[config.mk]
export PLATFORM = sky130hd
export DESIGN_NAME = iq_scaler
export DESIGN_NICKNAME = d
export VERILOG_FILES = /design/src/include/sincos_table.svh /design/src/design/rx_freq_shift_pkg.sv /design/src/design/iq_scaler.sv
export SDC_FILE = /design/constraint.sdc
export NUM_CORES = 1
export LEC_CHECK = 0
export ABC_AREA = 1
export BUFFER_PORTS_ARGS = -buffer_cell sky130_fd_sc_hd__buf_2
export CORE_UTILIZATION = 60
export DETAILED_ROUTE_END_ITERATION = 7
export PLACE_DENSITY = 0.78
export SLEW_MARGIN = 40
export SYNTH_ARGS = -nofsm -noshare
export SYNTH_HDL_FRONTEND = slang
export SYNTH_SLANG_ARGS = --single-unit
[constraint.sdc]
create_clock -name clk -period 10.2 [get_ports clk]
set_clock_uncertainty 0.15 [all_clocks]
set_input_delay 0 -clock clk [delete_from_list [all_inputs] [get_ports clk]]
set_output_delay 0 -clock clk [all_outputs]
set_load 0.02 [all_outputs]
[src/include/sincos_table.svh]
`ifndef SINCOS_TABLE_SVH
`define SINCOS_TABLE_SVH

// First quarter of a 256-point wave, 32767 * sin(2*pi*idx/256).
function automatic logic signed [rx_freq_shift_pkg::TRIG_WIDTH-1:0] quarter_sine(
  input logic [5:0] idx
);
  case (idx)
    6'd0:  return 16'sd0;
    6'd1:  return 16'sd804;
    6'd2:  return 16'sd1608;
    6'd3:  return 16'sd2410;
    6'd4:  return 16'sd3212;
    6'd5:  return 16'sd4011;
    6'd6:  return 16'sd4808;
    6'd7:  return 16'sd5602;
    6'd8:  return 16'sd6393;
    6'd9:  return 16'sd7179;
    6'd10: return 16'sd7962;
    6'd11: return 16'sd8739;
    6'd12: return 16'sd9512;
    6'd13: return 16'sd10278;
    6'd14: return 16'sd11039;
    6'd15: return 16'sd11793;
    6'd16: return 16'sd12539;
    6'd17: return 16'sd13279;
    6'd18: return 16'sd14010;
    6'd19: return 16'sd14732;
    6'd20: return 16'sd15446;
    6'd21: return 16'sd16151;
    6'd22: return 16'sd16846;
    6'd23: return 16'sd17530;
    6'd24: return 16'sd18204;
    6'd25: return 16'sd18868;
    6'd26: return 16'sd19519;
    6'd27: return 16'sd20159;
    6'd28: return 16'sd20787;
    6'd29: return 16'sd21403;
    6'd30: return 16'sd22005;
    6'd31: return 16'sd22594;
    6'd32: return 16'sd23170;
    6'd33: return 16'sd23731;
    6'd34: return 16'sd24279;
    6'd35: return 16'sd24811;
    6'd36: return 16'sd25329;
    6'd37: return 16'sd25832;
    6'd38: return 16'sd26319;
    6'd39: return 16'sd26790;
    6'd40: return 16'sd27245;
    6'd41: return 16'sd27683;
    6'd42: return 16'sd28105;
    6'd43: return 16'sd28510;
    6'd44: return 16'sd28898;
    6'd45: return 16'sd29268;
    6'd46: return 16'sd29621;
    6'd47: return 16'sd29956;
    6'd48: return 16'sd30273;
    6'd49: return 16'sd30571;
    6'd50: return 16'sd30852;
    6'd51: return 16'sd31113;
    6'd52: return 16'sd31356;
    6'd53: return 16'sd31580;
    6'd54: return 16'sd31785;
    6'd55: return 16'sd31971;
    6'd56: return 16'sd32137;
    6'd57: return 16'sd32285;
    6'd58: return 16'sd32412;
    6'd59: return 16'sd32521;
    6'd60: return 16'sd32609;
    6'd61: return 16'sd32678;
    6'd62: return 16'sd32728;
    default: return 16'sd32757;  // Index 63.
  endcase
endfunction

`endif

[src/design/rx_freq_shift_pkg.sv]
`default_nettype none

package rx_freq_shift_pkg;

  localparam int DATA_WIDTH     = 16;  // Input and output I/Q width.
  localparam int PHASE_WIDTH    = 24;  // Phase accumulator width.
  localparam int LUT_ADDR_WIDTH = 8;   // Top phase bits that address the wave.
  localparam int TRIG_WIDTH     = 16;  // Signed sine and cosine width.
  localparam int SCALE_SHIFT    = 12;  // Fraction bits of the gain.
  localparam int MIX_WIDTH      = 33;  // Width of the mixer product sums.
  localparam int MIX_SHIFT      = 15;  // Right shift when rounding the mixer output.

  localparam logic signed [TRIG_WIDTH-1:0] TRIG_PEAK       = 16'sd32767;
  localparam logic [PHASE_WIDTH-1:0]       DPH_INC_DEFAULT = 24'd2048;
  localparam logic [PHASE_WIDTH-1:0]       START_PHASE     = 24'd0;
  localparam logic signed [MIX_WIDTH-1:0]  ROUND_BIAS      = 33'sd16384;  // Half an output LSB.

  typedef struct packed {
    logic signed [DATA_WIDTH-1:0] i;
    logic signed [DATA_WIDTH-1:0] q;
  } iq_sample_t;

  typedef struct packed {
    logic signed [TRIG_WIDTH-1:0] sin;
    logic signed [TRIG_WIDTH-1:0] cos;
  } sincos_t;

  typedef struct packed {
    logic signed [MIX_WIDTH-1:0] i;
    logic signed [MIX_WIDTH-1:0] q;
  } mix_iq_t;

  // Clamps a wide signed value to the signed DATA_WIDTH range.
  function automatic logic signed [DATA_WIDTH-1:0] saturate(
    input logic signed [MIX_WIDTH-1:0] x
  );
    logic [MIX_WIDTH-DATA_WIDTH:0] top;
    top = x[MIX_WIDTH-1:DATA_WIDTH-1];
    if (~|top || &top) begin
      return x[DATA_WIDTH-1:0];  // Upper bits are pure sign extension.
    end
    if (x[MIX_WIDTH-1]) begin
      return {1'b1, {(DATA_WIDTH-1){1'b0}}};
    end
    return {1'b0, {(DATA_WIDTH-1){1'b1}}};
  endfunction

endpackage

`default_nettype wire

[src/design/iq_scaler.sv]
`timescale 1ns/1ps
`default_nettype none

module iq_scaler (
  input  wire                           clk,
  input  wire                           i_reset,
  input  wire                           i_advance,
  input  wire                           i_valid,
  input  wire rx_freq_shift_pkg::iq_sample_t i_sample,
  input  wire  [15:0]                   i_scale,
  output logic                          o_valid,
  output rx_freq_shift_pkg::iq_sample_t o_sample
);

  logic        [15:0]                           gain;
  logic signed [rx_freq_shift_pkg::MIX_WIDTH-1:0] prod_i;
  logic signed [rx_freq_shift_pkg::MIX_WIDTH-1:0] prod_q;
  logic signed [rx_freq_shift_pkg::MIX_WIDTH-1:0] shifted_i;
  logic signed [rx_freq_shift_pkg::MIX_WIDTH-1:0] shifted_q;

  assign gain = (i_scale == 16'd0) ? 16'd1 : i_scale;  // Zero gain is the smallest step.

  // The gain is unsigned, so it gets a zero sign bit before the signed multiply.
  assign prod_i = i_sample.i * $signed({1'b0, gain});
  assign prod_q = i_sample.q * $signed({1'b0, gain});

  assign shifted_i = prod_i >>> rx_freq_shift_pkg::SCALE_SHIFT;  // Drop the fraction bits.
  assign shifted_q = prod_q >>> rx_freq_shift_pkg::SCALE_SHIFT;

  always_ff @(posedge clk) begin
    if (i_reset) begin
      o_valid <= 1'b0;
    end else if (i_advance) begin
      o_valid <= i_valid;
    end
  end

  always_ff @(posedge clk) begin
    if (i_advance) begin
      o_sample.i <= rx_freq_shift_pkg::saturate(shifted_i);
      o_sample.q <= rx_freq_shift_pkg::saturate(shifted_q);
    end
  end

endmodule

`default_nettype wire

-- After elaboration in Yosys (flattened, before gate mapping)
Index checks and enable logic that the tools add are counted.
- $mul: 2
- mux-type cells: 19
- reduce and logical (&&, ||, !) cells: 9
- operators with widths (cell ; count):
    16-bit 2-to-1 mux ; 9
    16-bit by 17-bit multiplier with 33-bit output ; 2
    16-bit logical NOT ; 1
    6-bit AND reduction ; 2
    6-bit OR reduction ; 2
    1-bit 2-to-1 mux ; 10
    1-bit logical NOT ; 2
    1-bit logical OR ; 2
- register bits after elaboration: 33
- input bits: 52
- word-level logic and storage cells: 33

-- Logic depth before layout (Yosys ltp)
- depth after elaboration: 12
- mapped depth: 40

-- Worst setup path before layout
OpenSTA, ideal clock, no wires.
- kind: input -> register
- from: input port i_scale[14]
- to: register o_sample[26] (netlist name) (data pin)
- setup time: 0.251 ns
- arrival time: 5.727 ns
- slack: 4.072 ns
- stages: 33
- path buffers: 4
- cells stage by stage: clkbuf_1 nor2_1 nand2_1 nor2_1 nand2_1 nand2_2 buf_6 inv_1 clkbuf_1 nand2_1 fa_1 fa_1 inv_1 fa_1 fa_1 fa_1 inv_1 fa_1 inv_1 ha_1 a21oi_1 o21ai_0 a21oi_1 nor2_1 nor3_1 nand3_1 nand2_1 nand3_1 nor2_2 nand3_2 nand3_2 buf_12 nand2_2
- word-level cells in the longest chain between the ends: 9
- elaborated cells on any way between the ends: 16
- those cells by class: mul: 1; mux: 10; reduce/logical: 5
- RTL lines (item ; RTL line ; text):
    from (decl) ; iq_scaler.sv:10 ; input wire [15:0] i_scale,
    16-bit logical NOT ; iq_scaler.sv:21 ; assign gain = (i_scale == 16'd0) ? 16'd1 : i_scale;
    16-bit 2-to-1 mux * ; iq_scaler.sv:21 ;
    16-bit by 17-bit multiplier with 33-bit output * ; iq_scaler.sv:24 ; assign prod_i = i_sample.i * $signed({1'b0, gain});
    6-bit OR reduction ; rx_freq_shift_pkg.sv:39 ; if (~|top || &top) begin
    1-bit logical NOT ; rx_freq_shift_pkg.sv:39 ;
    1-bit logical OR ; rx_freq_shift_pkg.sv:39 ;
    1-bit 2-to-1 mux ; rx_freq_shift_pkg.sv:39 ;
    1-bit 2-to-1 mux ; iq_scaler.sv:39 ; if (i_advance) begin
    16-bit 2-to-1 mux * ; rx_freq_shift_pkg.sv:42 ; if (x[MIX_WIDTH-1]) begin
    to (decl) ; iq_scaler.sv:12 ; output rx_freq_shift_pkg::iq_sample_t o_sample
Mark *: on every way between the ends. The rest lies on a longest branch, timed or not. The select of a mux whose other input is x is not followed.
A chain may end at the register's enable or synchronous reset.

-- Worst setup path after layout
- from: input port i_scale[2]
- to: register o_sample[16] (netlist name) (data pin)
Same word-level chain as after synthesis.

==> run_results.csv <==
group,metric,value,unit
finish,fin_cells,3067,
finish,layout.nets,3299,
yosys,synth.distinct_cells,40,
routing,met3_wirelength,3750,um
routing,routed_wl,48100,um
sta,fin_crit,7.47,ns
global_routing,antenna_found_initial,2,
floorplanning,initial_core_util,61.1,%
yosys,synth-seq-area-share,4.94,%
global_routing,grt_use_total,30.5,%
placement,dp.cells,3056,
clocking,post_cts_buffers,0,
yosys,synth_area_per_cell,7.52,um^2
sta,rsz0062_at_grt,"no",
yosys,synth_top_area_cell,"fa_1",
placement,io_buffers,84,
clocking,cts_root_buf,"clkbuf_16",
yosys,synth_area_leaders,"fa_1 39%, ha_1 15%, inv_1 15%",
critical_path,r2r_slack,8.93,ns
min_path,hp-class,"in -> reg",
routing,vias_per_cell,5.37,
clocking,cts-buffers-inserted,5,
placement,routabilityCongestion,0.926,
sta,tns,0,ns
clocking,cts.sink_count,33,
status,status,"finished clean",
global_routing,overflow,0,
floorplanning,fp.dieArea,0.0339,mm^2
finish,drive_gt1_share,4.99,%
global_routing,grt_first_pass_wirelength,81800,um
sta,fmax,134,MHz
yosys,synth_flop_cell,"edfxtp_1",
critical_path,slowest_stage,"inv_1",
clocking,cts_max_level,2,
routing,drtAntennaViolNets,0,
critical_path,critPathCaptureType,"flop",
sta,final-hold-violation-count,0,
routing,post_drt_wl_per_cell,15.7,um
yosys,synth_edf_count,32,
placement,hpwl,39000,um
critical_path,cp_max_fo,33,
routing,top_layer,"met5",
yosys,ys_ff_latch,33,
sta,drv_slew,0,
finish,final_cell_mix,"771 x inv_1, 706 x nand2_1, 386 x fa_1",
finish,mostFrequentLayoutCell,"inv_1",
yosys,synthArstFlopShare,0,%
floorplanning,rows,66,
sta,setup_viol,0,
clocking,cts_tree,"done",
routing,vias,16477,
yosys,ys_warn_count,0,
finish,area_growth,3.41,%
floorplanning,io_pins,85,
critical_path,startpoint_type,"input pin",
critical_path,criticalPathCategory,"in -> reg",
critical_path,path_common_cell,"fa_1",
sta,relSlewSlack,44.1,%
clocking,cts.path.max_buffers,2,
clocking,ctsResizeCount,0,
global_routing,grt_max_degree,34,
floorplanning,coreArea,0.0325,mm^2
yosys,syn_nets,3318,
global_routing,grt_pass1_vias,17336,
routing,drt_first_pass_iters,5,
yosys,synth_top_area_share,38.9,%
clocking,cts_hold_buffers,2,
routing,drc,0,
clocking,insertion_delay,0.30,ns
routing,route.met2.wl,23200,um
routing,drtIter0Drc,1405,
critical_path,crit_required,10.09,ns
yosys,netlist_area,0.0199,mm^2
run,maxCapViolations,0,
critical_path,cpPeakStageDelay,0.73,ns
critical_path,arrival,7.36,ns
yosys,netlist_instances,2642,
sta,tightest_slew,0.837,ns
routing,wl_met1,20000,um
sta,finalCritPeriodShare,73.2,%
floorplanning,fp.dieH,184,um
floorplanning,die_w,184,um
clocking,clk_pin_slew,0.06,ns
-- final cells by class --
cell class                      count  area, um^2
Timing Repair Buffer               91         498
Inverter                          774        2910
Clock buffer                        5         125
Tap cell                          442         553
Clock inverter                      3        12.5
Sequential cell                    33         981
Multi-Input combinational cell   1718       15500
Fill cell                        2942       12000
Antenna cell                        1        2.50
-- metrics by stage --
| stage | instance area, um^2 | util (%) | worst slack [ns] | hold slack [ns] |
|---|---|---|---|---|
| final | 20500 | 63.2 | 2.73 | 0.0404 |
| after global routing | 20500 | 63.2 | 2.36 | 0.0708 |
| after CTS | 20500 | 63.2 | 2.89 | 0.0468 |
| after detailed placement | 20400 | 62.7 | 2.57 | 0.0131 |
| after global placement | 20400 | 62.6 | 2.81 | 0.00707 |
| after floorplan | 19900 | - | 4.07 | -0.0776 |
-- per-layer routing --
metal  GRT usage, %  up-vias
met5              0        -
met4           9.70        2
met3           3.15      101
met2           51.6      748
met1           41.0     8078
li1               -     7548
-- sequential cells by signal, indices dropped and copies added, names as in the netlist --
register  flops
o_sample     32
o_valid       1
-- critical path, delay by kind of cell --
family / cells / cell delay [ns]
adder cells (fa/ha/maj): 7 / 3.19
AND/OR/NAND/NOR: 15 / 2.03
AO/OA/AOI/OAI: 3 / 0.62
buffers and inverters: 5 / 1.49
-- path summary, 6_finish.rpt --
check / cells after the start / to / startpoint
setup / recovery: 30 / o_sample[16]$_DFFE_PP_ / i_scale[2]
hold / removal: 1 / o_sample[15]$_DFFE_PP_ / i_advance
setup reg to reg: 3 / o_valid$_SDFFE_PP0P_ / o_valid$_SDFFE_PP0P_
hold reg to reg: 3 / o_valid$_SDFFE_PP0P_ / o_valid$_SDFFE_PP0P_
-- logic make-up after synthesis --
| kind of cell | synth area share [%] |
|---|---|
| buf+inv | 17.2 |
| xor+xnor | 1.54 |
| compound gates | 4.01 |
| simple gates | 18.4 |
| mux | 0.0504 |
| fa+ha+maj | 53.9 |
| flops | 4.94 |
-- cells in the mapped netlist (2+ instances only) --
master,instances
fa_1,386
a21oi_1,72
nand4_1,8
ha_1,238
and3_1,2
clkinv_1,2
a211oi_1,2
o311ai_0,3
buf_6,5
nor3_1,17
nor4_1,7
nand3_1,33
a21o_1,7
o21ai_0,38
nor2_1,105
xnor2_1,8
xor2_1,27
a31oi_1,10
nand2_2,25
o21a_1,6
edfxtp_1,32
nand3_2,6
buf_2,5
nand2_1,706
a21boi_0,3
buf_1,2
nor2_2,3
inv_1,771
clkbuf_1,102
Power is not shown: default switching activity piles up to over one toggle a cycle in this logic, so the estimate is an artifact.
