`src/include/sincos_table.svh`:
```
`ifndef SINCOS_TABLE_SVH
`define SINCOS_TABLE_SVH

// First quarter of a 256-point wave, 32767 * sin(2*pi*idx/256).
function automatic logic signed [rx_freq_shift_pkg::TRIG_WIDTH-1:0] quarter_sine(
  input logic [5:0] idx
);
  case (idx)
    6'd0:  return 16'sd0;
    6'd1:  return 16'sd804;
    6'd2:  return 16'sd1608;
    6'd3:  return 16'sd2410;
    6'd4:  return 16'sd3212;
    6'd5:  return 16'sd4011;
    6'd6:  return 16'sd4808;
    6'd7:  return 16'sd5602;
    6'd8:  return 16'sd6393;
    6'd9:  return 16'sd7179;
    6'd10: return 16'sd7962;
    6'd11: return 16'sd8739;
    6'd12: return 16'sd9512;
    6'd13: return 16'sd10278;
    6'd14: return 16'sd11039;
    6'd15: return 16'sd11793;
    6'd16: return 16'sd12539;
    6'd17: return 16'sd13279;
    6'd18: return 16'sd14010;
    6'd19: return 16'sd14732;
    6'd20: return 16'sd15446;
    6'd21: return 16'sd16151;
    6'd22: return 16'sd16846;
    6'd23: return 16'sd17530;
    6'd24: return 16'sd18204;
    6'd25: return 16'sd18868;
    6'd26: return 16'sd19519;
    6'd27: return 16'sd20159;
    6'd28: return 16'sd20787;
    6'd29: return 16'sd21403;
    6'd30: return 16'sd22005;
    6'd31: return 16'sd22594;
    6'd32: return 16'sd23170;
    6'd33: return 16'sd23731;
    6'd34: return 16'sd24279;
    6'd35: return 16'sd24811;
    6'd36: return 16'sd25329;
    6'd37: return 16'sd25832;
    6'd38: return 16'sd26319;
    6'd39: return 16'sd26790;
    6'd40: return 16'sd27245;
    6'd41: return 16'sd27683;
    6'd42: return 16'sd28105;
    6'd43: return 16'sd28510;
    6'd44: return 16'sd28898;
    6'd45: return 16'sd29268;
    6'd46: return 16'sd29621;
    6'd47: return 16'sd29956;
    6'd48: return 16'sd30273;
    6'd49: return 16'sd30571;
    6'd50: return 16'sd30852;
    6'd51: return 16'sd31113;
    6'd52: return 16'sd31356;
    6'd53: return 16'sd31580;
    6'd54: return 16'sd31785;
    6'd55: return 16'sd31971;
    6'd56: return 16'sd32137;
    6'd57: return 16'sd32285;
    6'd58: return 16'sd32412;
    6'd59: return 16'sd32521;
    6'd60: return 16'sd32609;
    6'd61: return 16'sd32678;
    6'd62: return 16'sd32728;
    default: return 16'sd32757;  // Index 63.
  endcase
endfunction

`endif

```
`src/design/rx_freq_shift_pkg.sv`:
```
`default_nettype none

package rx_freq_shift_pkg;

  localparam int DATA_WIDTH     = 16;  // Input and output I/Q width.
  localparam int PHASE_WIDTH    = 24;  // Phase accumulator width.
  localparam int LUT_ADDR_WIDTH = 8;   // Top phase bits that address the wave.
  localparam int TRIG_WIDTH     = 16;  // Signed sine and cosine width.
  localparam int SCALE_SHIFT    = 12;  // Fraction bits of the gain.
  localparam int MIX_WIDTH      = 33;  // Width of the mixer product sums.
  localparam int MIX_SHIFT      = 15;  // Right shift when rounding the mixer output.

  localparam logic signed [TRIG_WIDTH-1:0] TRIG_PEAK       = 16'sd32767;
  localparam logic [PHASE_WIDTH-1:0]       DPH_INC_DEFAULT = 24'd2048;
  localparam logic [PHASE_WIDTH-1:0]       START_PHASE     = 24'd0;
  localparam logic signed [MIX_WIDTH-1:0]  ROUND_BIAS      = 33'sd16384;  // Half an output LSB.

  typedef struct packed {
    logic signed [DATA_WIDTH-1:0] i;
    logic signed [DATA_WIDTH-1:0] q;
  } iq_sample_t;

  typedef struct packed {
    logic signed [TRIG_WIDTH-1:0] sin;
    logic signed [TRIG_WIDTH-1:0] cos;
  } sincos_t;

  typedef struct packed {
    logic signed [MIX_WIDTH-1:0] i;
    logic signed [MIX_WIDTH-1:0] q;
  } mix_iq_t;

  // Clamps a wide signed value to the signed DATA_WIDTH range.
  function automatic logic signed [DATA_WIDTH-1:0] saturate(
    input logic signed [MIX_WIDTH-1:0] x
  );
    logic [MIX_WIDTH-DATA_WIDTH:0] top;
    top = x[MIX_WIDTH-1:DATA_WIDTH-1];
    if (~|top || &top) begin
      return x[DATA_WIDTH-1:0];  // Upper bits are pure sign extension.
    end
    if (x[MIX_WIDTH-1]) begin
      return {1'b1, {(DATA_WIDTH-1){1'b0}}};
    end
    return {1'b0, {(DATA_WIDTH-1){1'b1}}};
  endfunction

endpackage

`default_nettype wire

```
`src/design/round_clip.sv`:
```
`timescale 1ns/1ps
`default_nettype none

module round_clip (
  input  wire                           clk,
  input  wire                           i_reset,
  input  wire                           i_valid,
  input  wire rx_freq_shift_pkg::mix_iq_t i_mix,
  input  wire                           i_out_ready,
  output logic                          o_advance,
  output logic                          o_out_valid,
  output rx_freq_shift_pkg::iq_sample_t o_sample
);

  logic signed [rx_freq_shift_pkg::MIX_WIDTH-1:0] biased_i;
  logic signed [rx_freq_shift_pkg::MIX_WIDTH-1:0] biased_q;
  logic signed [rx_freq_shift_pkg::MIX_WIDTH-1:0] scaled_i;
  logic signed [rx_freq_shift_pkg::MIX_WIDTH-1:0] scaled_q;

  // The whole pipeline moves when this register is empty or being drained.
  assign o_advance = ~o_out_valid | i_out_ready;

  assign biased_i = i_mix.i + rx_freq_shift_pkg::ROUND_BIAS;  // Round half up.
  assign biased_q = i_mix.q + rx_freq_shift_pkg::ROUND_BIAS;
  assign scaled_i = biased_i >>> rx_freq_shift_pkg::MIX_SHIFT;
  assign scaled_q = biased_q >>> rx_freq_shift_pkg::MIX_SHIFT;

  always_ff @(posedge clk) begin
    if (i_reset) begin
      o_out_valid <= 1'b0;
    end else if (o_advance) begin
      o_out_valid <= i_valid;
    end
  end

  // Holds its value while the consumer stalls.
  always_ff @(posedge clk) begin
    if (o_advance) begin
      o_sample.i <= rx_freq_shift_pkg::saturate(scaled_i);
      o_sample.q <= rx_freq_shift_pkg::saturate(scaled_q);
    end
  end

endmodule

`default_nettype wire

```
`config.mk`:
```
export PLATFORM = sky130hd
export DESIGN_NAME = round_clip
export DESIGN_NICKNAME = d
export VERILOG_FILES = /design/src/include/sincos_table.svh /design/src/design/rx_freq_shift_pkg.sv /design/src/design/round_clip.sv
export SDC_FILE = /design/constraint.sdc
export NUM_CORES = 1
export LEC_CHECK = 0
export BUFFER_PORTS_ARGS = -buffer_cell sky130_fd_sc_hd__buf_2
export CORE_ASPECT_RATIO = 1.75
export CORE_MARGIN = 4
export CORE_UTILIZATION = 30
export CTS_CLUSTER_SIZE = 28
export DETAILED_ROUTE_END_ITERATION = 6
export GPL_TIMING_DRIVEN = 0
export SLEW_MARGIN = 20
export SYNTH_ARGS = -nofsm -noshare
export SYNTH_HDL_FRONTEND = slang
export SYNTH_SLANG_ARGS = --single-unit
```
`constraint.sdc`:
```
create_clock -name clk -period 2.8 [get_ports clk]
set_clock_uncertainty 0.1 [all_clocks]
set_input_delay 0.7 -clock clk [delete_from_list [all_inputs] [get_ports clk]]
set_output_delay 0.7 -clock clk [all_outputs]
set_load 0.1 [all_outputs]
```
==> Word-level counts from Yosys, hierarchy flattened <==
Cells that the tools add are included.
{ "word_totals": {"out_inout_bits": 34, "reg_bits": 33, "elab_cells": 33, "in_bits": 70} }
{ "op_classes": {"bitwise_logic": 2, "reduce_logical": 8, "mux": 18, "n_addsub": 2} }
{ "ops": {"columns": ["cell", "count"], "rows": [
  ["$mux 16", 8],
  ["$add 33x16->33 const B", 2],
  ["$mux 1", 10],
  ["$reduce_and 3->1", 2],
  ["$reduce_or 3->1", 2],
  ["$logic_not 1->1", 2],
  ["$logic_or 1x1->1", 2],
  ["$not 1->1", 1],
  ["$or 1x1->1", 1]
]} }

==> Depth between registers and ports, before layout <==
{ "logic_depth": {"depth_word": 10, "mapped_depth": 9, "ltp_nobuf": 7} }

==> Worst setup path after synthesis <==
OpenSTA, ideal clock, no wires.
{ "synth_timing": {"path_type": "register -> register", "startpoint": "register o_out_valid", "endpoint": "register o_sample[0] (netlist bit) (enable)", "path_stages_with_launch": 2, "required_time_ns": 1.999, "path_slack_ns": -0.303, "period_less_slack_ns": 3.103, "path_buffers": 0, "arrival_ns": 2.303, "setup_time_ns": 0.701, "cell_sequence": "dfxtp_1 -> nand2b_1"} }
{ "synth_between": {"elab_chain_cells": 2} }
{ "synth_lines": {"columns": ["item", "line_no", "source"], "rows": [
  ["start: declaration", "round_clip.sv:11", "output logic o_out_valid,"],
  ["start signal: assignment", "round_clip.sv:32", "o_out_valid <= i_valid;"],
  ["$not 1->1", "round_clip.sv:21", "assign o_advance = ~o_out_valid | i_out_ready;"],
  ["$or 1x1->1", "round_clip.sv:21", null],
  ["net o_advance", "round_clip.sv:10", "output logic o_advance,"],
  ["end: declaration", "round_clip.sv:12", "output rx_freq_shift_pkg::iq_sample_t o_sample"]
]} }
The timed path passes the listed nets, and every way through them passes these cells.
A chain may end at the register's enable or synchronous reset.

==> Worst setup path in the final report <==
{ "layout_timing": {"startpoint": "input i_mix[18] (netlist bit)", "endpoint": "register o_sample[4] (netlist bit), data pin"} }
{ "layout_between": {"elab_chain_cells": 7, "word_cells_on_any_way": 14, "classes_between": "add/sub: 1; mux: 9; reduce/logical: 4"} }
{ "layout_lines": {"columns": ["item", "line_no", "source"], "rows": [
  ["start: declaration", "round_clip.sv:8", "input wire rx_freq_shift_pkg::mix_iq_t i_mix,"],
  ["$add 33x16->33 *", "round_clip.sv:24", "assign biased_q = i_mix.q + rx_freq_shift_pkg::ROUND_BIAS;"],
  ["$reduce_or 3->1", "rx_freq_shift_pkg.sv:39", "if (~|top || &top) begin"],
  ["$logic_not 1->1", "rx_freq_shift_pkg.sv:39", null],
  ["$logic_or 1x1->1", "rx_freq_shift_pkg.sv:39", null],
  ["$mux 1", "rx_freq_shift_pkg.sv:39", null],
  ["$mux 1", "round_clip.sv:38", "if (o_advance) begin"],
  ["$mux 16 *", "rx_freq_shift_pkg.sv:42", "if (x[MIX_WIDTH-1]) begin"]
]} }
Mark *: on every way between the ends. The rest lies on a longest branch, timed or not. The select of a mux whose other input is x is not followed.

==> run metrics <==
first-pass GRT wire length=7693 um; FP Rows=39; Synth Cell Area=2026 um^2; DR WL/cell=14.21 um; outcome=completed; Leak=1.054 nW; TritonCTS clock tree=yes; commonest non-fill, non-tap cell in the layout=buf_2; Starting Density=30.98%; share of layout cells above drive strength 1=37.40%; DR pass1 iterations=4; Post-Synth Adder-Cell Area=1.235%; clk slew on worst S/H paths=0.05 ns; actual slew at the worst max-slew pin=0.5001 ns; most frequent cells in the layout=76 x buf_2, 32 x edfxtp_1, 24 x a21oi_1, 20 x xor2_1, 12 x nand2_1; final hold vios=0; crit-path max cell delay=0.40 ns; top cells by area, synth=edfxtp_1 47%, xor2_1 8.6%, a21oi_1 5.9%; maxcap violations=0; Layout area overhead=30.33%; Area after DPL=2506 um^2; Simple-Gate Fraction of Synth Area=18.59%; area leader, netlist=edfxtp_1; synthesis-stage register bit count=33; CORE AREA=6539 um^2; final setup fails=0; CTS max path bufs=2; mean post-synth cell area=11.19 um^2; Fmax achieved=398.0 MHz; PortBufs=75; n_diodes=0; Slew HR=66.89%; Pwr Total=0.001684 W; Worst setup EP type=register; Worst EP required=2.81 ns; Num Clock Sinks=33; multiplexer area fraction after synthesis=0.4941%; pwr/cell area=638.0 nW/um^2; Worst Path Max Fanout=10; Initial DRC Count=83; Max VDD drop=0.0002339 V; Unique masters post-synth=40; Syn Inst Count=181; largest family of logic cells by synthesized area=simple AND/OR/NAND/NOR gates; Post-synth ARST share=0%; ys flop type=edfxtp_1; Hold WC Path Type=input port to register; DIE AREA=8183 um^2; post-place setup slack=-0.1130 ns; Post-synth EDFFs=32; CP arrival=2.53 ns; xor/xnor share of the synthesized area=15.81%; Setup TNS Final=0 ns; vias in the first global route=1631; Final Instance Area=2640 um^2; RSZ-0062 raised after global routing=false; Setup crit start kind=input port; WS Path Type=input port to register; final wirelength=4887 um; final net count=334; hpwl dp=4012 um; crit-path cells=buf_2 > nand4_1 > nor3_2 > nand4_1 > xor2_1 > inv_1 > o21a_1 > buf_2 > a21oi_1; initial antenna violation count=0; min Tclk post-route=2.513 ns; average via count per standard cell=4.811; Die H=116.7 um; Seq/Total Area, Yosys=48.42%; largest net degree at the start of global routing=35; htree depth=2; TritonCTS Buffers=5; Ports=104; Ys Warns=0; vias after detailed routing=1655; top-area cell type share of the netlist area=47.44%; GRT overflow=0; total track usage=12.27%; Post-CTS Setup Bufs=0; die width=70.12 um; post-synthesis net count=253; Crit-path slowest cell=nor3_2; RD Place Congestion=0.8140; final hold slack=0.4795 ns; DRC viols=0; Synth Area in Compound Gates=12.42%; Detail Route Antenna Nets=0; final setup margin=0.2873 ns; later-pin clock latency in the skew report=0.27 ns; fin. max-slew vios=0; Clock Tree Root=clkbuf_16; Tcrit/Tclk final=89.74%
==> metrics by stage <==
step | utilization [%] | cells
5_1_grt | 40.38 | 344
3_5_place_dp | 38.33 | 338
2_1_floorplan | - | 181
4_1_cts | 40.43 | 345
3_3_place_gp | 38.33 | 338
6_report | 40.38 | 344
==> what timing repair did <==
| action | in CTS | in global routing |
|---|---|---|
| resized for setup | 1 | 0 |
| pin swaps | 0 | 0 |
| endpoints found under the setup margin | 1 | 7 |
| hold buffers | 0 | 0 |
| hold endpoints to repair | 0 | 0 |
==> power by group <==
group / internal (W) / switching [W] / total, W
logic: 0.000101 / 0.000473 / 0.000575
clock network: 0.000320 / 0.000176 / 0.000496
registers: 0.000602 / 0.0000118 / 0.000613
total: 0.00102 / 0.000661 / 0.00168
==> path summary, 6_finish.rpt <==
kind | end | start | cells past startpoint | slack, ns
worst min register to register | o_out_valid | o_out_valid | 2 | 0.75
worst max-delay path | o_sample[4] | i_mix[18] | 9 | 0.29
worst min-delay path | o_out_valid | i_reset | 2 | 0.48
worst max register to register | o_sample[30] | o_out_valid | 1 | 1.64
==> cell type report <==
type | count | area [um^2]
flip-flops and latches | 33 | 980.9
multi-input cells | 137 | 991.0
clock buffers | 6 | 128.9
clock inverters | 1 | 3.754
well taps | 82 | 102.6
repair buffers | 75 | 375.4
fillers | 691 | 3899
plain buffers | 5 | 38.79
inverters | 5 | 18.77
==> logic make-up (layout without fill, tap and decap cells) <==
| logic type | count (synthesis) | after routing |
|---|---|---|
| simple gates | 58 | 58 |
| buf+inv | 11 | 92 |
| xor+xnor | 34 | 34 |
| fa+ha+maj | 2 | 2 |
| flops | 33 | 33 |
| mux | 1 | 1 |
| compound gates | 42 | 42 |
==> state kept, by name, summed over array words and instances, names as in the netlist <==
register     count
o_out_valid      1
o_sample        32
==> routing by layer <==
layer / track usage, % / part of all wire, % / vias up
met3: 3.359 / 5.5 / 6
met2: 25.52 / 59 / 55
met1: 10.47 / 33 / 763
met5: 0 / 0 / -
li1: - / - / 831
met4: 5.499 / 2.1 / 0
==> Yosys cell counts (2+ instances only) <==
| library cell | n |
|---|---|
| edfxtp_1 | 32 |
| a21oi_1 | 24 |
| xor2_1 | 20 |
| nand2_1 | 12 |
| xnor2_1 | 11 |
| nand4_1 | 10 |
| o21ai_0 | 9 |
| nand3_1 | 8 |
| and3_1 | 5 |
| and4_1 | 5 |
| inv_1 | 5 |
| nor2_1 | 4 |
| a31oi_1 | 2 |
| buf_6 | 2 |
| clkbuf_1 | 2 |
| ha_1 | 2 |
| nand2b_1 | 2 |
| nor3_1 | 2 |
| nor4_4 | 2 |
| xor2_2 | 2 |
==> worst max-delay path: cells and delay by family <==
kind                   cells  cell delay, ns
AO/OA/AOI/OAI              2            0.30
buffers and inverters      3            0.45
AND/OR/NAND/NOR            3            0.74
XOR/XNOR                   1            0.33
Power figures use the tool's default switching activity.
