===== src/include/sincos_table.svh =====
`ifndef SINCOS_TABLE_SVH
`define SINCOS_TABLE_SVH

// First quarter of a 256-point wave, 32767 * sin(2*pi*idx/256).
function automatic logic signed [rx_freq_shift_pkg::TRIG_WIDTH-1:0] quarter_sine(
  input logic [5:0] idx
);
  case (idx)
    6'd0:  return 16'sd0;
    6'd1:  return 16'sd804;
    6'd2:  return 16'sd1608;
    6'd3:  return 16'sd2410;
    6'd4:  return 16'sd3212;
    6'd5:  return 16'sd4011;
    6'd6:  return 16'sd4808;
    6'd7:  return 16'sd5602;
    6'd8:  return 16'sd6393;
    6'd9:  return 16'sd7179;
    6'd10: return 16'sd7962;
    6'd11: return 16'sd8739;
    6'd12: return 16'sd9512;
    6'd13: return 16'sd10278;
    6'd14: return 16'sd11039;
    6'd15: return 16'sd11793;
    6'd16: return 16'sd12539;
    6'd17: return 16'sd13279;
    6'd18: return 16'sd14010;
    6'd19: return 16'sd14732;
    6'd20: return 16'sd15446;
    6'd21: return 16'sd16151;
    6'd22: return 16'sd16846;
    6'd23: return 16'sd17530;
    6'd24: return 16'sd18204;
    6'd25: return 16'sd18868;
    6'd26: return 16'sd19519;
    6'd27: return 16'sd20159;
    6'd28: return 16'sd20787;
    6'd29: return 16'sd21403;
    6'd30: return 16'sd22005;
    6'd31: return 16'sd22594;
    6'd32: return 16'sd23170;
    6'd33: return 16'sd23731;
    6'd34: return 16'sd24279;
    6'd35: return 16'sd24811;
    6'd36: return 16'sd25329;
    6'd37: return 16'sd25832;
    6'd38: return 16'sd26319;
    6'd39: return 16'sd26790;
    6'd40: return 16'sd27245;
    6'd41: return 16'sd27683;
    6'd42: return 16'sd28105;
    6'd43: return 16'sd28510;
    6'd44: return 16'sd28898;
    6'd45: return 16'sd29268;
    6'd46: return 16'sd29621;
    6'd47: return 16'sd29956;
    6'd48: return 16'sd30273;
    6'd49: return 16'sd30571;
    6'd50: return 16'sd30852;
    6'd51: return 16'sd31113;
    6'd52: return 16'sd31356;
    6'd53: return 16'sd31580;
    6'd54: return 16'sd31785;
    6'd55: return 16'sd31971;
    6'd56: return 16'sd32137;
    6'd57: return 16'sd32285;
    6'd58: return 16'sd32412;
    6'd59: return 16'sd32521;
    6'd60: return 16'sd32609;
    6'd61: return 16'sd32678;
    6'd62: return 16'sd32728;
    default: return 16'sd32757;  // Index 63.
  endcase
endfunction

`endif


===== src/design/rx_freq_shift_pkg.sv =====
`default_nettype none

package rx_freq_shift_pkg;

  localparam int DATA_WIDTH     = 16;  // Input and output I/Q width.
  localparam int PHASE_WIDTH    = 24;  // Phase accumulator width.
  localparam int LUT_ADDR_WIDTH = 8;   // Top phase bits that address the wave.
  localparam int TRIG_WIDTH     = 16;  // Signed sine and cosine width.
  localparam int SCALE_SHIFT    = 12;  // Fraction bits of the gain.
  localparam int MIX_WIDTH      = 33;  // Width of the mixer product sums.
  localparam int MIX_SHIFT      = 15;  // Right shift when rounding the mixer output.

  localparam logic signed [TRIG_WIDTH-1:0] TRIG_PEAK       = 16'sd32767;
  localparam logic [PHASE_WIDTH-1:0]       DPH_INC_DEFAULT = 24'd2048;
  localparam logic [PHASE_WIDTH-1:0]       START_PHASE     = 24'd0;
  localparam logic signed [MIX_WIDTH-1:0]  ROUND_BIAS      = 33'sd16384;  // Half an output LSB.

  typedef struct packed {
    logic signed [DATA_WIDTH-1:0] i;
    logic signed [DATA_WIDTH-1:0] q;
  } iq_sample_t;

  typedef struct packed {
    logic signed [TRIG_WIDTH-1:0] sin;
    logic signed [TRIG_WIDTH-1:0] cos;
  } sincos_t;

  typedef struct packed {
    logic signed [MIX_WIDTH-1:0] i;
    logic signed [MIX_WIDTH-1:0] q;
  } mix_iq_t;

  // Clamps a wide signed value to the signed DATA_WIDTH range.
  function automatic logic signed [DATA_WIDTH-1:0] saturate(
    input logic signed [MIX_WIDTH-1:0] x
  );
    logic [MIX_WIDTH-DATA_WIDTH:0] top;
    top = x[MIX_WIDTH-1:DATA_WIDTH-1];
    if (~|top || &top) begin
      return x[DATA_WIDTH-1:0];  // Upper bits are pure sign extension.
    end
    if (x[MIX_WIDTH-1]) begin
      return {1'b1, {(DATA_WIDTH-1){1'b0}}};
    end
    return {1'b0, {(DATA_WIDTH-1){1'b1}}};
  endfunction

endpackage

`default_nettype wire


===== src/design/complex_mixer.sv =====
`timescale 1ns/1ps
`default_nettype none

module complex_mixer (
  input  wire                           clk,
  input  wire                           i_reset,
  input  wire                           i_advance,
  input  wire                           i_valid,
  input  wire rx_freq_shift_pkg::iq_sample_t i_sample,
  input  wire rx_freq_shift_pkg::sincos_t    i_trig,
  output logic                          o_valid,
  output rx_freq_shift_pkg::mix_iq_t    o_mix
);

  localparam int PROD_WIDTH = rx_freq_shift_pkg::DATA_WIDTH + rx_freq_shift_pkg::TRIG_WIDTH;

  logic signed [PROD_WIDTH-1:0]                   prod_ic;
  logic signed [PROD_WIDTH-1:0]                   prod_qs;
  logic signed [PROD_WIDTH-1:0]                   prod_is;
  logic signed [PROD_WIDTH-1:0]                   prod_qc;
  logic signed [rx_freq_shift_pkg::MIX_WIDTH-1:0] sum_i;
  logic signed [rx_freq_shift_pkg::MIX_WIDTH-1:0] sum_q;

  assign prod_ic = i_sample.i * i_trig.cos;
  assign prod_qs = i_sample.q * i_trig.sin;
  assign prod_is = i_sample.i * i_trig.sin;
  assign prod_qc = i_sample.q * i_trig.cos;

  // One extra bit keeps the sum and difference exact.
  assign sum_i = prod_ic - prod_qs;
  assign sum_q = prod_is + prod_qc;

  always_ff @(posedge clk) begin
    if (i_reset) begin
      o_valid <= 1'b0;
    end else if (i_advance) begin
      o_valid <= i_valid;
    end
  end

  always_ff @(posedge clk) begin
    if (i_advance) begin
      o_mix.i <= sum_i;
      o_mix.q <= sum_q;
    end
  end

endmodule

`default_nettype wire


===== config.mk =====
export PLATFORM = sky130hd
export DESIGN_NAME = complex_mixer
export DESIGN_NICKNAME = d
export VERILOG_FILES = /design/src/include/sincos_table.svh /design/src/design/rx_freq_shift_pkg.sv /design/src/design/complex_mixer.sv
export SDC_FILE = /design/constraint.sdc
export NUM_CORES = 2
export LEC_CHECK = 0
export ABC_AREA = 1
export BUFFER_PORTS_ARGS = -buffer_cell sky130_fd_sc_hd__buf_4
export CAP_MARGIN = 20
export CORE_ASPECT_RATIO = 1.2
export CORE_MARGIN = 1
export CORE_UTILIZATION = 59
export CTS_BUF_LIST = sky130_fd_sc_hd__clkbuf_4 sky130_fd_sc_hd__clkbuf_8 sky130_fd_sc_hd__clkbuf_16
export DETAILED_ROUTE_END_ITERATION = 8
export GPL_TIMING_DRIVEN = 0
export PLACE_DENSITY = 0.87
export SYNTH_ARGS = -nofsm -noshare
export SYNTH_HDL_FRONTEND = slang
export SYNTH_SLANG_ARGS = --single-unit

===== constraint.sdc =====
create_clock -name clk -period 8.45 [get_ports clk]
set_input_delay 1.2675 -clock clk [delete_from_list [all_inputs] [get_ports clk]]
set_output_delay 1.2675 -clock clk [all_outputs]
set_load 0.1 [all_outputs]

Word level (Yosys, flattened, before mapping)
Index checks and enable logic that the tools add are counted.
{ "totals": {"reg_bits": 67, "input_bits": 68, "out_inout_bits": 67, "word_cells": 9} }
{ "op_classes": {"add_sub_neg": 2, "multipliers": 4} }
{ "op_table": {"columns": ["cell", "n"], "rows": [
  ["multiplier 16 x 16 -> 32 bit", 4],
  ["adder 32 x 32 -> 33 bit", 1],
  ["subtractor 32 x 32 -> 33 bit", 1]
]} }

Longest topological paths before layout
{ "logic_depth": {"word_depth": 2, "mapped_depth": 30, "mapped_depth_nobuf": 29} }

Worst setup path before layout
Ideal clock, no wire load.
{ "synth_path": {"path_type": "input to register", "from": "input i_sample[15] in the netlist's numbering", "to": "register o_mix[65] in the netlist's numbering, data pin", "setup_time_ns": 0.252, "t_arrival_ns": 7.404, "required_time_ns": 8.198, "setup_slack_ns": 0.794, "path_stages": 26, "path_buffers": 1, "cell_sequence": "clkbuf_1 > nand2_1 > inv_1 > fa_1 > inv_1 > fa_1 > inv_1 > fa_1 > inv_1 > fa_1 > fa_1 > fa_1 > fa_1 > inv_1 > fa_1 > inv_1 > ha_1 > nand2_2 > inv_1 > a21oi_2 > a21boi_2 > nand2_2 > a21oi_1 > inv_1 > nand2_1 > nand2_1"} }
{ "synth_between": {"elab_chain_cells": 2} }
{ "synth_lines": {"columns": ["item", "line", "text"], "rows": [
  ["from (decl)", "complex_mixer.sv:9", "input wire rx_freq_shift_pkg::iq_sample_t i_sample,"],
  ["multiplier 16 x 16 -> 32 bit", "complex_mixer.sv:25", "assign prod_qs = i_sample.q * i_trig.sin;"],
  ["subtractor 32 x 32 -> 33 bit", "complex_mixer.sv:30", "assign sum_i = prod_ic - prod_qs;"],
  ["named net sum_i (one bit)", "complex_mixer.sv:21", "logic signed [rx_freq_shift_pkg::MIX_WIDTH-1:0] sum_i;"],
  ["to (decl)", "complex_mixer.sv:12", "output rx_freq_shift_pkg::mix_iq_t o_mix"]
]} }
The timed path passes the listed nets, and every way through them passes these cells.
A chain may end at the register's enable or synchronous reset.

Worst setup path in the final report
{ "layout_path": {"from": "input i_trig[10] in the netlist's numbering", "to": "register o_mix[56] in the netlist's numbering, data pin"} }
{ "layout_between": {"elab_chain_cells": 2} }
{ "layout_lines": {"columns": ["item", "line", "text"], "rows": [
  ["from (decl)", "complex_mixer.sv:10", "input wire rx_freq_shift_pkg::sincos_t i_trig,"],
  ["multiplier 16 x 16 -> 32 bit", "complex_mixer.sv:24", "assign prod_ic = i_sample.i * i_trig.cos;"],
  ["subtractor 32 x 32 -> 33 bit", "complex_mixer.sv:30", null],
  ["named net sum_i (one bit)", "complex_mixer.sv:21", null]
]} }
The timed path passes the listed nets, and every way through them passes these cells.

==> impl_metrics.tcl <==
set metrics [dict create \
    worst_slew_pin_slew_ns 1.30 \
    yosys.area.top_type_share 0.532 \
    clock-skew-final_ns 0 \
    ant_nets 0 \
    share_of_post_route_cells_with_drive_strength_above_1 0.0521 \
    grt_first_pass_wirelength_um 224000 \
    finish.net_count 6976 \
    criticalPathCategory "primary input to flop" \
    max_clock_freq_mhz 119 \
    dieWidth_um 252 \
    largest_buffer_count_on_any_clock_path 2 \
    place_congestion 1.11 \
    dpl.hpwl_um 120000 \
    number_of_enable_type_register_cells_in_the_synthesized_netlist 66 \
    r2r_setup_slack_ns 7.87 \
    floorplan.die_area_um2 76000 \
    min-delay-path-class "flop to flop" \
    critical_path.slowest_cell "sky130_fd_sc_hd__clkbuf_1" \
    syn_area_um2 44200 \
    routed_wire_length_per_instance_um 23.3 \
    core.rowCount 109 \
    initial_antenna_violation_count 11 \
    synth-async-reset-ratio 0 \
    hold_viol 0 \
    dr_total_vias 36200 \
    dr.first_iter.drc_count 4098 \
    synth.net_count 6814 \
    core_box_area_um2 73900 \
    die-height_um 302 \
    sum_of_overflow_across_all_layers_after_global_routing 0 \
    drc_errors 0 \
    io_pins 135 \
    timing.critical_path.to_type "flop" \
    post_synthesis_register_bit_count 67 \
    slew-limit-headroom 0.131 \
    synth_seq_area_share 0.0453 \
    global_route.usage.total 0.415 \
    worstPathArrival_ns 8.60 \
    yosys_warnings 0 \
    required_ns 8.61 \
    syn_inst 5263 \
    timing.final.max_slew_violations 0 \
    yosys_most_used_dff "sky130_fd_sc_hd__edfxtp_1" \
    grt_pass1_vias 38300 \
    setup_viol 0 \
    clock_latency_ns 0.41 \
    crit_path_max_incr_delay_ns 0.94 \
    synthTopCellsByArea "sky130_fd_sc_hd__fa_1 (53%), sky130_fd_sc_hd__inv_1 (16%), sky130_fd_sc_hd__nand2_1 (10%)" \
    status "finished clean" \
    path_cells "buf_4 > clkbuf_1 > nand2_1 > fa_1 > fa_1 > inv_1 > fa_1 > fa_1 > fa_1 > fa_1 > fa_1 > inv_1 > fa_1 > inv_1 > ha_1 > a21oi_1 > o21ai_0 > o21bai_1 > a21oi_1 > nand2_1 > xor2_1" \
    clockRootBuffer "sky130_fd_sc_hd__clkbuf_16" \
    numPortBuffers 134 \
    timing.critical_path.buf_inv 5 \
    tritoncts.num_buffers 9 \
    clk_pin_slew_worst_paths_ns 0.08 \
    area_added_between_synthesis_and_finish_pct 6.60 \
    drt-vias-per-instance 5.62 \
    pin_count_of_the_biggest_net_entering_global_routing 68 \
    final_common_cell "sky130_fd_sc_hd__inv_1" \
    totalWireLength_um 150000 \
    initial_cell_density_of_the_core 0.598 \
    period_minus_ws_final_ns 8.44 \
    critical_path.top_delay_family "adder cells" \
    worst_hold_slack_ns 0.500 \
    post_synth.cell_area_avg_um2 8.39 \
    cpMostUsedCell "sky130_fd_sc_hd__fa_1" \
    htreeDepth 3 \
    timing.critical_path.fanout_max 10 \
    post_synth_num_cell_types 39 \
    timing.critical_path.from_type "primary input" \
    drt-pass1-iter-count 9 \
    tritoncts "yes" \
    clock_sinks 67 \
    mostFrequentLayoutCells "sky130_fd_sc_hd__inv_1 (1826), sky130_fd_sc_hd__nand2_1 (1232), sky130_fd_sc_hd__fa_1 (1168), sky130_fd_sc_hd__ha_1 (310), sky130_fd_sc_hd__clkbuf_1 (157)" \
    drv_cap 0 \
    post-synth-top-area-cell "sky130_fd_sc_hd__fa_1" \
    portion_of_the_clock_cycle_consumed_by_the_worst_path_in_the_final_layout 0.998 \
]
[flip-flops by register name, indices dropped and copies added (netlist names)]
name and cells:
o_valid 1, o_mix 66
[synth_stat cells, types with 11 or more instances]
library cell               count
sky130_fd_sc_hd__ha_1        310
sky130_fd_sc_hd__nand2_1    1232
sky130_fd_sc_hd__o21ai_0      26
sky130_fd_sc_hd__nand2_2      15
sky130_fd_sc_hd__xor2_1       48
sky130_fd_sc_hd__a21oi_1      60
sky130_fd_sc_hd__nor2_1      125
sky130_fd_sc_hd__clkbuf_1    193
sky130_fd_sc_hd__xnor2_1      11
sky130_fd_sc_hd__or2_2        23
sky130_fd_sc_hd__fa_1       1173
sky130_fd_sc_hd__inv_1      1832
sky130_fd_sc_hd__nor3_1       11
sky130_fd_sc_hd__edfxtp_1     66
sky130_fd_sc_hd__nand4_1      13
sky130_fd_sc_hd__nand3_1      59
[stage by stage]
step	TNS, ns	utilization	cells	area [µm²]	setup WS (ns)
5_1_grt	-0.104	0.637	6434	47100	-0.0849
4_1_cts	0	0.633	6415	46800	0.0298
3_3_place_gp	-9.08	0.628	6396	46400	-0.897
6_report	0	0.637	6438	47100	0.0142
3_5_place_dp	-12.35	0.628	6397	46400	-0.970
2_1_floorplan	0	-	5263	44200	0.794
[layer usage]
metal / GRT usage / up-vias / wire length, µm
met5: 0 / - / 117
met4: 0.340 / 6 / 15800
met2: 0.608 / 2753 / 64400
met3: 0.158 / 846 / 22500
li1: - / 14800 / -
met1: 0.487 / 17800 / 47000
[final cells by class]
class,count,area [µm²]
antenna,9,22.5
clock buffer,9,225
timing repair buffer,156,1250
inverter,1839,6930
multi-input combinational,3164,34600
clock inverter,7,76.3
tap,999,1250
sequential,67,2000
buffer,188,748
fill,6100,26800
[worst register-to-register path, delay by kind of cell, from the launching register on]
| family | cells | cell delay (ns) |
|---|---|---|
| flip-flops | 1 | 0.31 |
| multiplexers | 1 | 0.12 |
| AND/OR/NAND/NOR | 1 | 0.05 |
[repair_timing]
action | CTS | global route
resized for setup | 19 | 69
hold endpoints to repair | 0 | 0
hold buffers | 0 | 0
endpoints found under the setup margin | 12 | 24
setup buffers | 4 | 10
pin swaps | 0 | 0
[worst paths after layout]
check                   from         to  cells after the start
setup / recovery  i_trig[10]  o_mix[56]                     21
hold / removal       o_valid    o_valid                      2
setup reg to reg     o_valid    o_valid                      2
hold reg to reg      o_valid    o_valid                      2
[logic make-up after synthesis]
group           after synthesis  share of synthesized area
compound gates              124                     0.0164
buf+inv                    2032                      0.173
simple gates               1497                      0.134
mux                           1                   0.000227
fa+ha+maj                  1483                      0.619
xor+xnor                     59                     0.0117
flops                        67                     0.0453
Power is not shown: default switching activity piles up to over one toggle a cycle in this logic, so the estimate is an artifact.
