## config.mk

```make
export PLATFORM = sky130hd
export DESIGN_NAME = sincos_lut
export DESIGN_NICKNAME = d
export VERILOG_FILES = /design/src/design/rx_freq_shift_pkg.sv /design/src/design/sincos_lut.sv
export VERILOG_INCLUDE_DIRS = /design/src /design/src/include
export SDC_FILE = /design/constraint.sdc
export NUM_CORES = 1
export LEC_CHECK = 0
export BUFFER_PORTS_ARGS = -buffer_cell sky130_fd_sc_hd__buf_2
export CORE_MARGIN = 5
export CORE_UTILIZATION = 50
export CTS_CLUSTER_SIZE = 10
export DETAILED_ROUTE_END_ITERATION = 10
export GPL_TIMING_DRIVEN = 0
export HOLD_SLACK_MARGIN = 0.15
export PLACE_DENSITY = 0.79
export SLEW_MARGIN = 40
export SYNTH_ARGS = -nofsm -noshare
export SYNTH_HDL_FRONTEND = slang
export SYNTH_MEMORY_MAX_BITS = 65536
export SYNTH_SLANG_ARGS = --single-unit
```

## constraint.sdc

```tcl
create_clock -name clk -period 6.5 [get_ports clk]
set_input_delay 0.65 -clock clk [delete_from_list [all_inputs] [get_ports clk]]
set_output_delay 0.65 -clock clk [all_outputs]
set_load 0.02 [all_outputs]
```

## src/include/sincos_table.svh

```systemverilog
`ifndef SINCOS_TABLE_SVH
`define SINCOS_TABLE_SVH

// First quarter of a 256-point wave, 32767 * sin(2*pi*idx/256).
function automatic logic signed [rx_freq_shift_pkg::TRIG_WIDTH-1:0] quarter_sine(
  input logic [5:0] idx
);
  case (idx)
    6'd0:  return 16'sd0;
    6'd1:  return 16'sd804;
    6'd2:  return 16'sd1608;
    6'd3:  return 16'sd2410;
    6'd4:  return 16'sd3212;
    6'd5:  return 16'sd4011;
    6'd6:  return 16'sd4808;
    6'd7:  return 16'sd5602;
    6'd8:  return 16'sd6393;
    6'd9:  return 16'sd7179;
    6'd10: return 16'sd7962;
    6'd11: return 16'sd8739;
    6'd12: return 16'sd9512;
    6'd13: return 16'sd10278;
    6'd14: return 16'sd11039;
    6'd15: return 16'sd11793;
    6'd16: return 16'sd12539;
    6'd17: return 16'sd13279;
    6'd18: return 16'sd14010;
    6'd19: return 16'sd14732;
    6'd20: return 16'sd15446;
    6'd21: return 16'sd16151;
    6'd22: return 16'sd16846;
    6'd23: return 16'sd17530;
    6'd24: return 16'sd18204;
    6'd25: return 16'sd18868;
    6'd26: return 16'sd19519;
    6'd27: return 16'sd20159;
    6'd28: return 16'sd20787;
    6'd29: return 16'sd21403;
    6'd30: return 16'sd22005;
    6'd31: return 16'sd22594;
    6'd32: return 16'sd23170;
    6'd33: return 16'sd23731;
    6'd34: return 16'sd24279;
    6'd35: return 16'sd24811;
    6'd36: return 16'sd25329;
    6'd37: return 16'sd25832;
    6'd38: return 16'sd26319;
    6'd39: return 16'sd26790;
    6'd40: return 16'sd27245;
    6'd41: return 16'sd27683;
    6'd42: return 16'sd28105;
    6'd43: return 16'sd28510;
    6'd44: return 16'sd28898;
    6'd45: return 16'sd29268;
    6'd46: return 16'sd29621;
    6'd47: return 16'sd29956;
    6'd48: return 16'sd30273;
    6'd49: return 16'sd30571;
    6'd50: return 16'sd30852;
    6'd51: return 16'sd31113;
    6'd52: return 16'sd31356;
    6'd53: return 16'sd31580;
    6'd54: return 16'sd31785;
    6'd55: return 16'sd31971;
    6'd56: return 16'sd32137;
    6'd57: return 16'sd32285;
    6'd58: return 16'sd32412;
    6'd59: return 16'sd32521;
    6'd60: return 16'sd32609;
    6'd61: return 16'sd32678;
    6'd62: return 16'sd32728;
    default: return 16'sd32757;  // Index 63.
  endcase
endfunction

`endif

```

## src/design/rx_freq_shift_pkg.sv

```systemverilog
`default_nettype none

package rx_freq_shift_pkg;

  localparam int DATA_WIDTH     = 16;  // Input and output I/Q width.
  localparam int PHASE_WIDTH    = 24;  // Phase accumulator width.
  localparam int LUT_ADDR_WIDTH = 8;   // Top phase bits that address the wave.
  localparam int TRIG_WIDTH     = 16;  // Signed sine and cosine width.
  localparam int SCALE_SHIFT    = 12;  // Fraction bits of the gain.
  localparam int MIX_WIDTH      = 33;  // Width of the mixer product sums.
  localparam int MIX_SHIFT      = 15;  // Right shift when rounding the mixer output.

  localparam logic signed [TRIG_WIDTH-1:0] TRIG_PEAK       = 16'sd32767;
  localparam logic [PHASE_WIDTH-1:0]       DPH_INC_DEFAULT = 24'd2048;
  localparam logic [PHASE_WIDTH-1:0]       START_PHASE     = 24'd0;
  localparam logic signed [MIX_WIDTH-1:0]  ROUND_BIAS      = 33'sd16384;  // Half an output LSB.

  typedef struct packed {
    logic signed [DATA_WIDTH-1:0] i;
    logic signed [DATA_WIDTH-1:0] q;
  } iq_sample_t;

  typedef struct packed {
    logic signed [TRIG_WIDTH-1:0] sin;
    logic signed [TRIG_WIDTH-1:0] cos;
  } sincos_t;

  typedef struct packed {
    logic signed [MIX_WIDTH-1:0] i;
    logic signed [MIX_WIDTH-1:0] q;
  } mix_iq_t;

  // Clamps a wide signed value to the signed DATA_WIDTH range.
  function automatic logic signed [DATA_WIDTH-1:0] saturate(
    input logic signed [MIX_WIDTH-1:0] x
  );
    logic [MIX_WIDTH-DATA_WIDTH:0] top;
    top = x[MIX_WIDTH-1:DATA_WIDTH-1];
    if (~|top || &top) begin
      return x[DATA_WIDTH-1:0];  // Upper bits are pure sign extension.
    end
    if (x[MIX_WIDTH-1]) begin
      return {1'b1, {(DATA_WIDTH-1){1'b0}}};
    end
    return {1'b0, {(DATA_WIDTH-1){1'b1}}};
  endfunction

endpackage

`default_nettype wire

```

## src/design/sincos_lut.sv

```systemverilog
`timescale 1ns/1ps
`default_nettype none

module sincos_lut (
  input  wire                                      clk,
  input  wire                                      i_reset,
  input  wire                                      i_advance,
  input  wire [rx_freq_shift_pkg::PHASE_WIDTH-1:0] i_phase,
  output rx_freq_shift_pkg::sincos_t               o_trig
);

  `include "sincos_table.svh"

  // Maps a full-wave address onto the quarter table by quadrant.
  function automatic logic signed [rx_freq_shift_pkg::TRIG_WIDTH-1:0] fold_wave(
    input logic [rx_freq_shift_pkg::LUT_ADDR_WIDTH-1:0] addr
  );
    logic [5:0]                                    idx;
    logic [5:0]                                    mirror;
    logic signed [rx_freq_shift_pkg::TRIG_WIDTH-1:0] mag;
    idx    = addr[5:0];
    mirror = 6'd0 - idx;  // 64 - idx for the descending quadrants.
    if (!addr[6]) begin
      mag = quarter_sine(idx);
    end else if (idx == 6'd0) begin
      mag = rx_freq_shift_pkg::TRIG_PEAK;  // The crest lies outside the quarter table.
    end else begin
      mag = quarter_sine(mirror);
    end
    return addr[7] ? -mag : mag;  // Second half of the wave is negative.
  endfunction

  logic [rx_freq_shift_pkg::LUT_ADDR_WIDTH-1:0] addr_sin;
  logic [rx_freq_shift_pkg::LUT_ADDR_WIDTH-1:0] addr_cos;

  assign addr_sin = i_phase[rx_freq_shift_pkg::PHASE_WIDTH-1 -: rx_freq_shift_pkg::LUT_ADDR_WIDTH];
  assign addr_cos = addr_sin + 8'd64;  // Cosine leads sine by a quarter turn.

  // Loads together with the scaler, so both reach the mixer in the same cycle.
  always_ff @(posedge clk) begin
    if (i_reset) begin
      o_trig <= '0;
    end else if (i_advance) begin
      o_trig.sin <= fold_wave(addr_sin);
      o_trig.cos <= fold_wave(addr_cos);
    end
  end

endmodule

`default_nettype wire

```

Word-level counts from Yosys, hierarchy flattened --
Memories as Yosys holds them, arrays and structs flattened. Index checks and enable logic that the tools add are counted.
Cells by class: reductions and logical operators 2, $add $sub $neg 5, multiplexer cells 10
Operators with widths (count):
- $mux 16 | 10
- $neg 16->16 | 2
- $logic_not 6->1 | 2
- $sub 1x6->6 const A | 2
- $add 8x7->8 const B | 1
Word-level totals: word-level logic and storage cells 23, output and inout bits 32, input port bits 27, memories kept 4, register bits 32, memory bits (read-only) 3840
Memories:
- (name not given) | depth 64, bits a word 15, read ports 1, clocked after memory_dff 0, wr ports 0, RTL line sincos_table.svh:8 | case (idx)
- (name not given) | depth 64, bits a word 15, read ports 1, clocked after memory_dff 0, wr ports 0, RTL line sincos_table.svh:8
- (name not given) | depth 64, bits a word 15, read ports 1, clocked after memory_dff 0, wr ports 0, RTL line sincos_table.svh:8
- (name not given) | depth 64, bits a word 15, read ports 1, clocked after memory_dff 0, wr ports 0, RTL line sincos_table.svh:8

Logic depth before layout (Yosys ltp) --
An unclocked memory read counts as a cell.
depth in word-level cells 9, depth in mapped cells 22

Worst setup path before layout --
No wires, ideal clock.
path kind input-to-reg, start input port i_phase[16] (netlist name), end register o_trig[28] (netlist name), cell stages on the path 20, path slack 1.855 ns, data arrival time 4.522 ns, required time 6.377 ns, cells stage by stage buf_4 -> inv_1 -> ha_1 -> ha_1 -> buf_2 -> buf_2 -> clkbuf_1 -> nand2_1 -> a31o_2 -> o21ai_0 -> o32ai_1 -> mux2i_1 -> ha_1 -> inv_1 -> o41ai_1 -> a31oi_1 -> a21oi_1 -> a21boi_1 -> and3_1 -> o31ai_1
Between the ends: word-level cells in the longest chain between the ends 8
Ends and longest elaborated chain:
- from (decl) | RTL line sincos_lut.sv:8 | input wire [rx_freq_shift_pkg::PHASE_WIDTH-1:0] i_phase,
- $sub 1x6->6 | RTL line sincos_lut.sv:22 | mirror = 6'd0 - idx;
- $mem_v2 64x15
- $mux 16 | RTL line sincos_lut.sv:25 | end else if (idx == 6'd0) begin
- $mux 16 (*) | RTL line sincos_lut.sv:23 | if (!addr[6]) begin
- $mux 16 (*) | RTL line sincos_lut.sv:43 | end else if (i_advance) begin
- $mux 16 (*) | RTL line sincos_lut.sv:41 | if (i_reset) begin
- $neg 16->16 | RTL line sincos_lut.sv:30 | return addr[7] ? -mag : mag;
- $mux 16 (*) | RTL line sincos_lut.sv:30
- to (decl) | RTL line sincos_lut.sv:9 | output rx_freq_shift_pkg::sincos_t o_trig
Every way passes the cells marked *; elsewhere a longest branch is shown, timed or not. The select of a mux whose other input is x is not followed. A chain may end at the register's enable or synchronous reset.

Final worst setup path --
Ends and elaborated chain as after synthesis.

==> impl_results.md <==
* Post-synth top flop: dfxtp_1
* Cts-stage hold buffer count at 0
* Setup bufs post-CTS at 0
* Synthesized Nets at 805
* Status: complete, no violations
* Dpl hpwl at 18,100 µm
* CP peak stage delay at 750 ps
* Starting DRT DRC Count at 946
* GPL Wtd Cong at 1.11
* Setup slack, reg-to-reg at 5660 ps
* Max Clk Rate at 0.162 GHz
* Relative slew margins at 0.428
* Clk Latency, worst-skew pair at 280 ps
* CTS root buf: clkbuf_8
* Die area at 13,000 µm²
* Type of the tightest min-delay check: register to register
* Avg Cell Area, Syn at 7.17 µm²
* Worst setup EP type: register
* EDFF count, synth at 0
* Initial antenna violation count at 0
* Post-Route Utilization at 0.550
* # clock sinks at 32
* Max_cap viols at 0
* #FFs+latches synth at 32
* Biggest register: o_trig
* Layout Nets at 851
* Tot Pwr at 1.01 mW
* Filler cells at 1,127
* Area Growth Syn to Fin at 8.95%
* Die Ht at 114 µm
* Crit path launch type: input port
* Final slew viol count at 0
* Total congestion overflow at 0
* Yosys warning count at 0
* Final Setup Violations at 0
* Critical path peak fanout at 10
* Core area at 10,700 µm²
* Setup TNS at 0 ps
* Detailed Routing Iterations Pass 1 at 8
* Final instance area at 5910 µm²
* CP startpoint: i_phase[16]
* Vias in the first global route at 6,156
* Slew @ Worst Pin at 857 ps
* Critical path endpoint: o_trig[28]
* Share of layout cells above drive strength 1 at 0.167
* Slowest stage cell, crit path: o32ai_1
* Row count at 38
* CP arrival at 6390 ps
* Clock skew after layout at 0 ps
* TritonCTS clock tree: done
* Setup ws final at 308 ps
* Req. time, crit path at 6700 ps
* Gate Count Post-Synth at 757
* Num CTS Buffers at 5
* CTS max path bufs at 2
* Main area contributors after synthesis: dfxtp_1, nand2_1, ha_1
* P per Cell Area at 170 nW/µm²
* Chip width at 114 µm
* Initial core utilization at 0.505
* Register area share after synthesis at 0.118
* Buffers on Ports at 39
* Via density at 7.27
* VDD IR max at 130 µV
* FF-to-FF Start: o_trig[30]
* First-pass GRT wire length at 36,600 µm
* Post-CTS sizing at 0
* Residual DRC at 0
* Final Cycle Share at 0.953
* CP cell instances: buf_2, buf_4, inv_1, ha_1, ha_1, buf_2, buf_2, clkbuf_1, o21ai_0, nor2_1, nor3_1, o32ai_1, mux2i_1, ha_1, inv_1, o41ai_1, a31oi_1, a21oi_1, a21boi_1, and3_1, o31ai_1
* R2r endpoint: o_trig[30]
* I/O pin total at 59
* Via count at 6,859
* Top cell type's share of synthesized area at 0.118
* Max reg flops at 32
* Post-Syn Area at 5420 µm²
* Antenna-violating nets left at 0
* Wire per inst at 25.5 µm
* H-Tree Level Count at 2
* Total Wirelength at 24,000 µm
* Period minus WS final at 6190 ps
* Placement Setup Slack at 359 ps
* Ys async rst share at 0
* RSZ-0062 raised after global routing: false
* Final hold violation count at 0
* Number of diodes at 0
* Placed Area at 5800 µm²
* Worst R2R Path Depth at 2
* Tot GR Track Use at 0.358
* Largest regs: o_trig (32)
* CP Class: input port to register
* Leakage at 2.31 nW
* Yosys top cell by area: dfxtp_1
* Pin count of the biggest net entering global routing at 13
* Count of cell types in the netlist at 99
* Reg clk slew, reported paths at 60 ps
-- worst min-delay path by stage --
| stage | slack [ps] | end | cells after the start | startpoint |
|---|---|---|---|---|
| floorplan | 530 | o_trig[26] | 2 | o_trig[26] |
| global placement | 430 | o_trig[14] | 2 | o_trig[14] |
| detailed placement | 440 | o_trig[10] | 2 | o_trig[10] |
| CTS | 450 | o_trig[26] | 2 | o_trig[26] |
| global route | 460 | o_trig[26] | 2 | o_trig[26] |
| finish | 440 | o_trig[26] | 2 | o_trig[26] |
-- critical path: cells and delay by family --
| family | cells | cell delay [ps] |
|---|---|---|
| fa+ha+maj | 3 | 1290 |
| mux | 1 | 320 |
| simple gates | 3 | 390 |
| compound gates | 7 | 2000 |
| buf+inv | 7 | 1750 |
-- synth_stat cells (all sizes together), types with 11 or more instances --
master,instances
nand3,13
ha,21
o21ai,47
dfxtp,32
xnor2,14
nor2b,17
a21oi,51
nand2,85
xor2,11
a31oi,26
mux2i,19
a211oi,11
clkbuf,32
a311oi,13
nand2b,26
nor3,24
inv,19
buf,43
nor2,58
-- metrics by stage --
step / hold WS (ps) / cells
after floorplan: 526 / 757
after global placement: 430 / 936
after detailed placement: 438 / 936
after CTS: 448 / 944
after global routing: 460 / 944
final: 444 / 944
-- power breakdown --
group / internal (mW) / leakage [nW] / switching [mW] / total (mW)
Clock: 0.114 / 0.0552 / 0.0738 / 0.187
Sequential: 0.218 / 0.265 / 0.00972 / 0.227
Combinational: 0.199 / 1.99 / 0.391 / 0.591
Total: 0.530 / 2.31 / 0.475 / 1.01
-- kinds of logic after synthesis --
kind of cell               Yosys count  synth area share
and+or+nand+nor                    283             0.275
adders and majority gates           21            0.0484
AOI/OAI and AO/OA                  269             0.355
DFF                                 32             0.118
buffers and inverters               95            0.0853
xor gates and xnor gates            26            0.0473
muxes                               31            0.0713
-- layout make-up --
type	instances	area (µm²)	share of cell area
plain buffers	75	388	0.0656
clock buffers	6	72.6	0.0123
inverters	20	75.1	0.0127
repair buffers	39	195	0.0330
multi-input cells	630	4330	0.732
well taps	140	175	0.0296
flip-flops and latches	32	641	0.108
clock inverters	2	35.0	0.00593
-- layout by cell type (no fill, tap or decap), drive strengths merged, types with 11 or more instances in the layout --
| cell type | Yosys | final |
|---|---|---|
| a211oi | 11 | 11 |
| a21oi | 51 | 51 |
| a311oi | 13 | 13 |
| a31oi | 26 | 26 |
| buf | 43 | 82 |
| clkbuf | 32 | 38 |
| dfxtp | 32 | 32 |
| ha | 21 | 21 |
| inv | 19 | 19 |
| mux2i | 19 | 19 |
| nand2 | 85 | 85 |
| nand2b | 26 | 26 |
| nand3 | 13 | 13 |
| nor2 | 58 | 58 |
| nor2b | 17 | 17 |
| nor3 | 24 | 24 |
| o21ai | 47 | 47 |
| xnor2 | 14 | 14 |
| xor2 | 11 | 11 |
-- layer usage --
layer	global-route usage	share of wire	up-vias
li1	-	-	2969
met1	0.482	0.38	3146
met2	0.535	0.42	604
met3	0.0751	0.13	140
met4	0.186	0.067	0
met5	0	0	-
(Power assumes the default switching activity.)
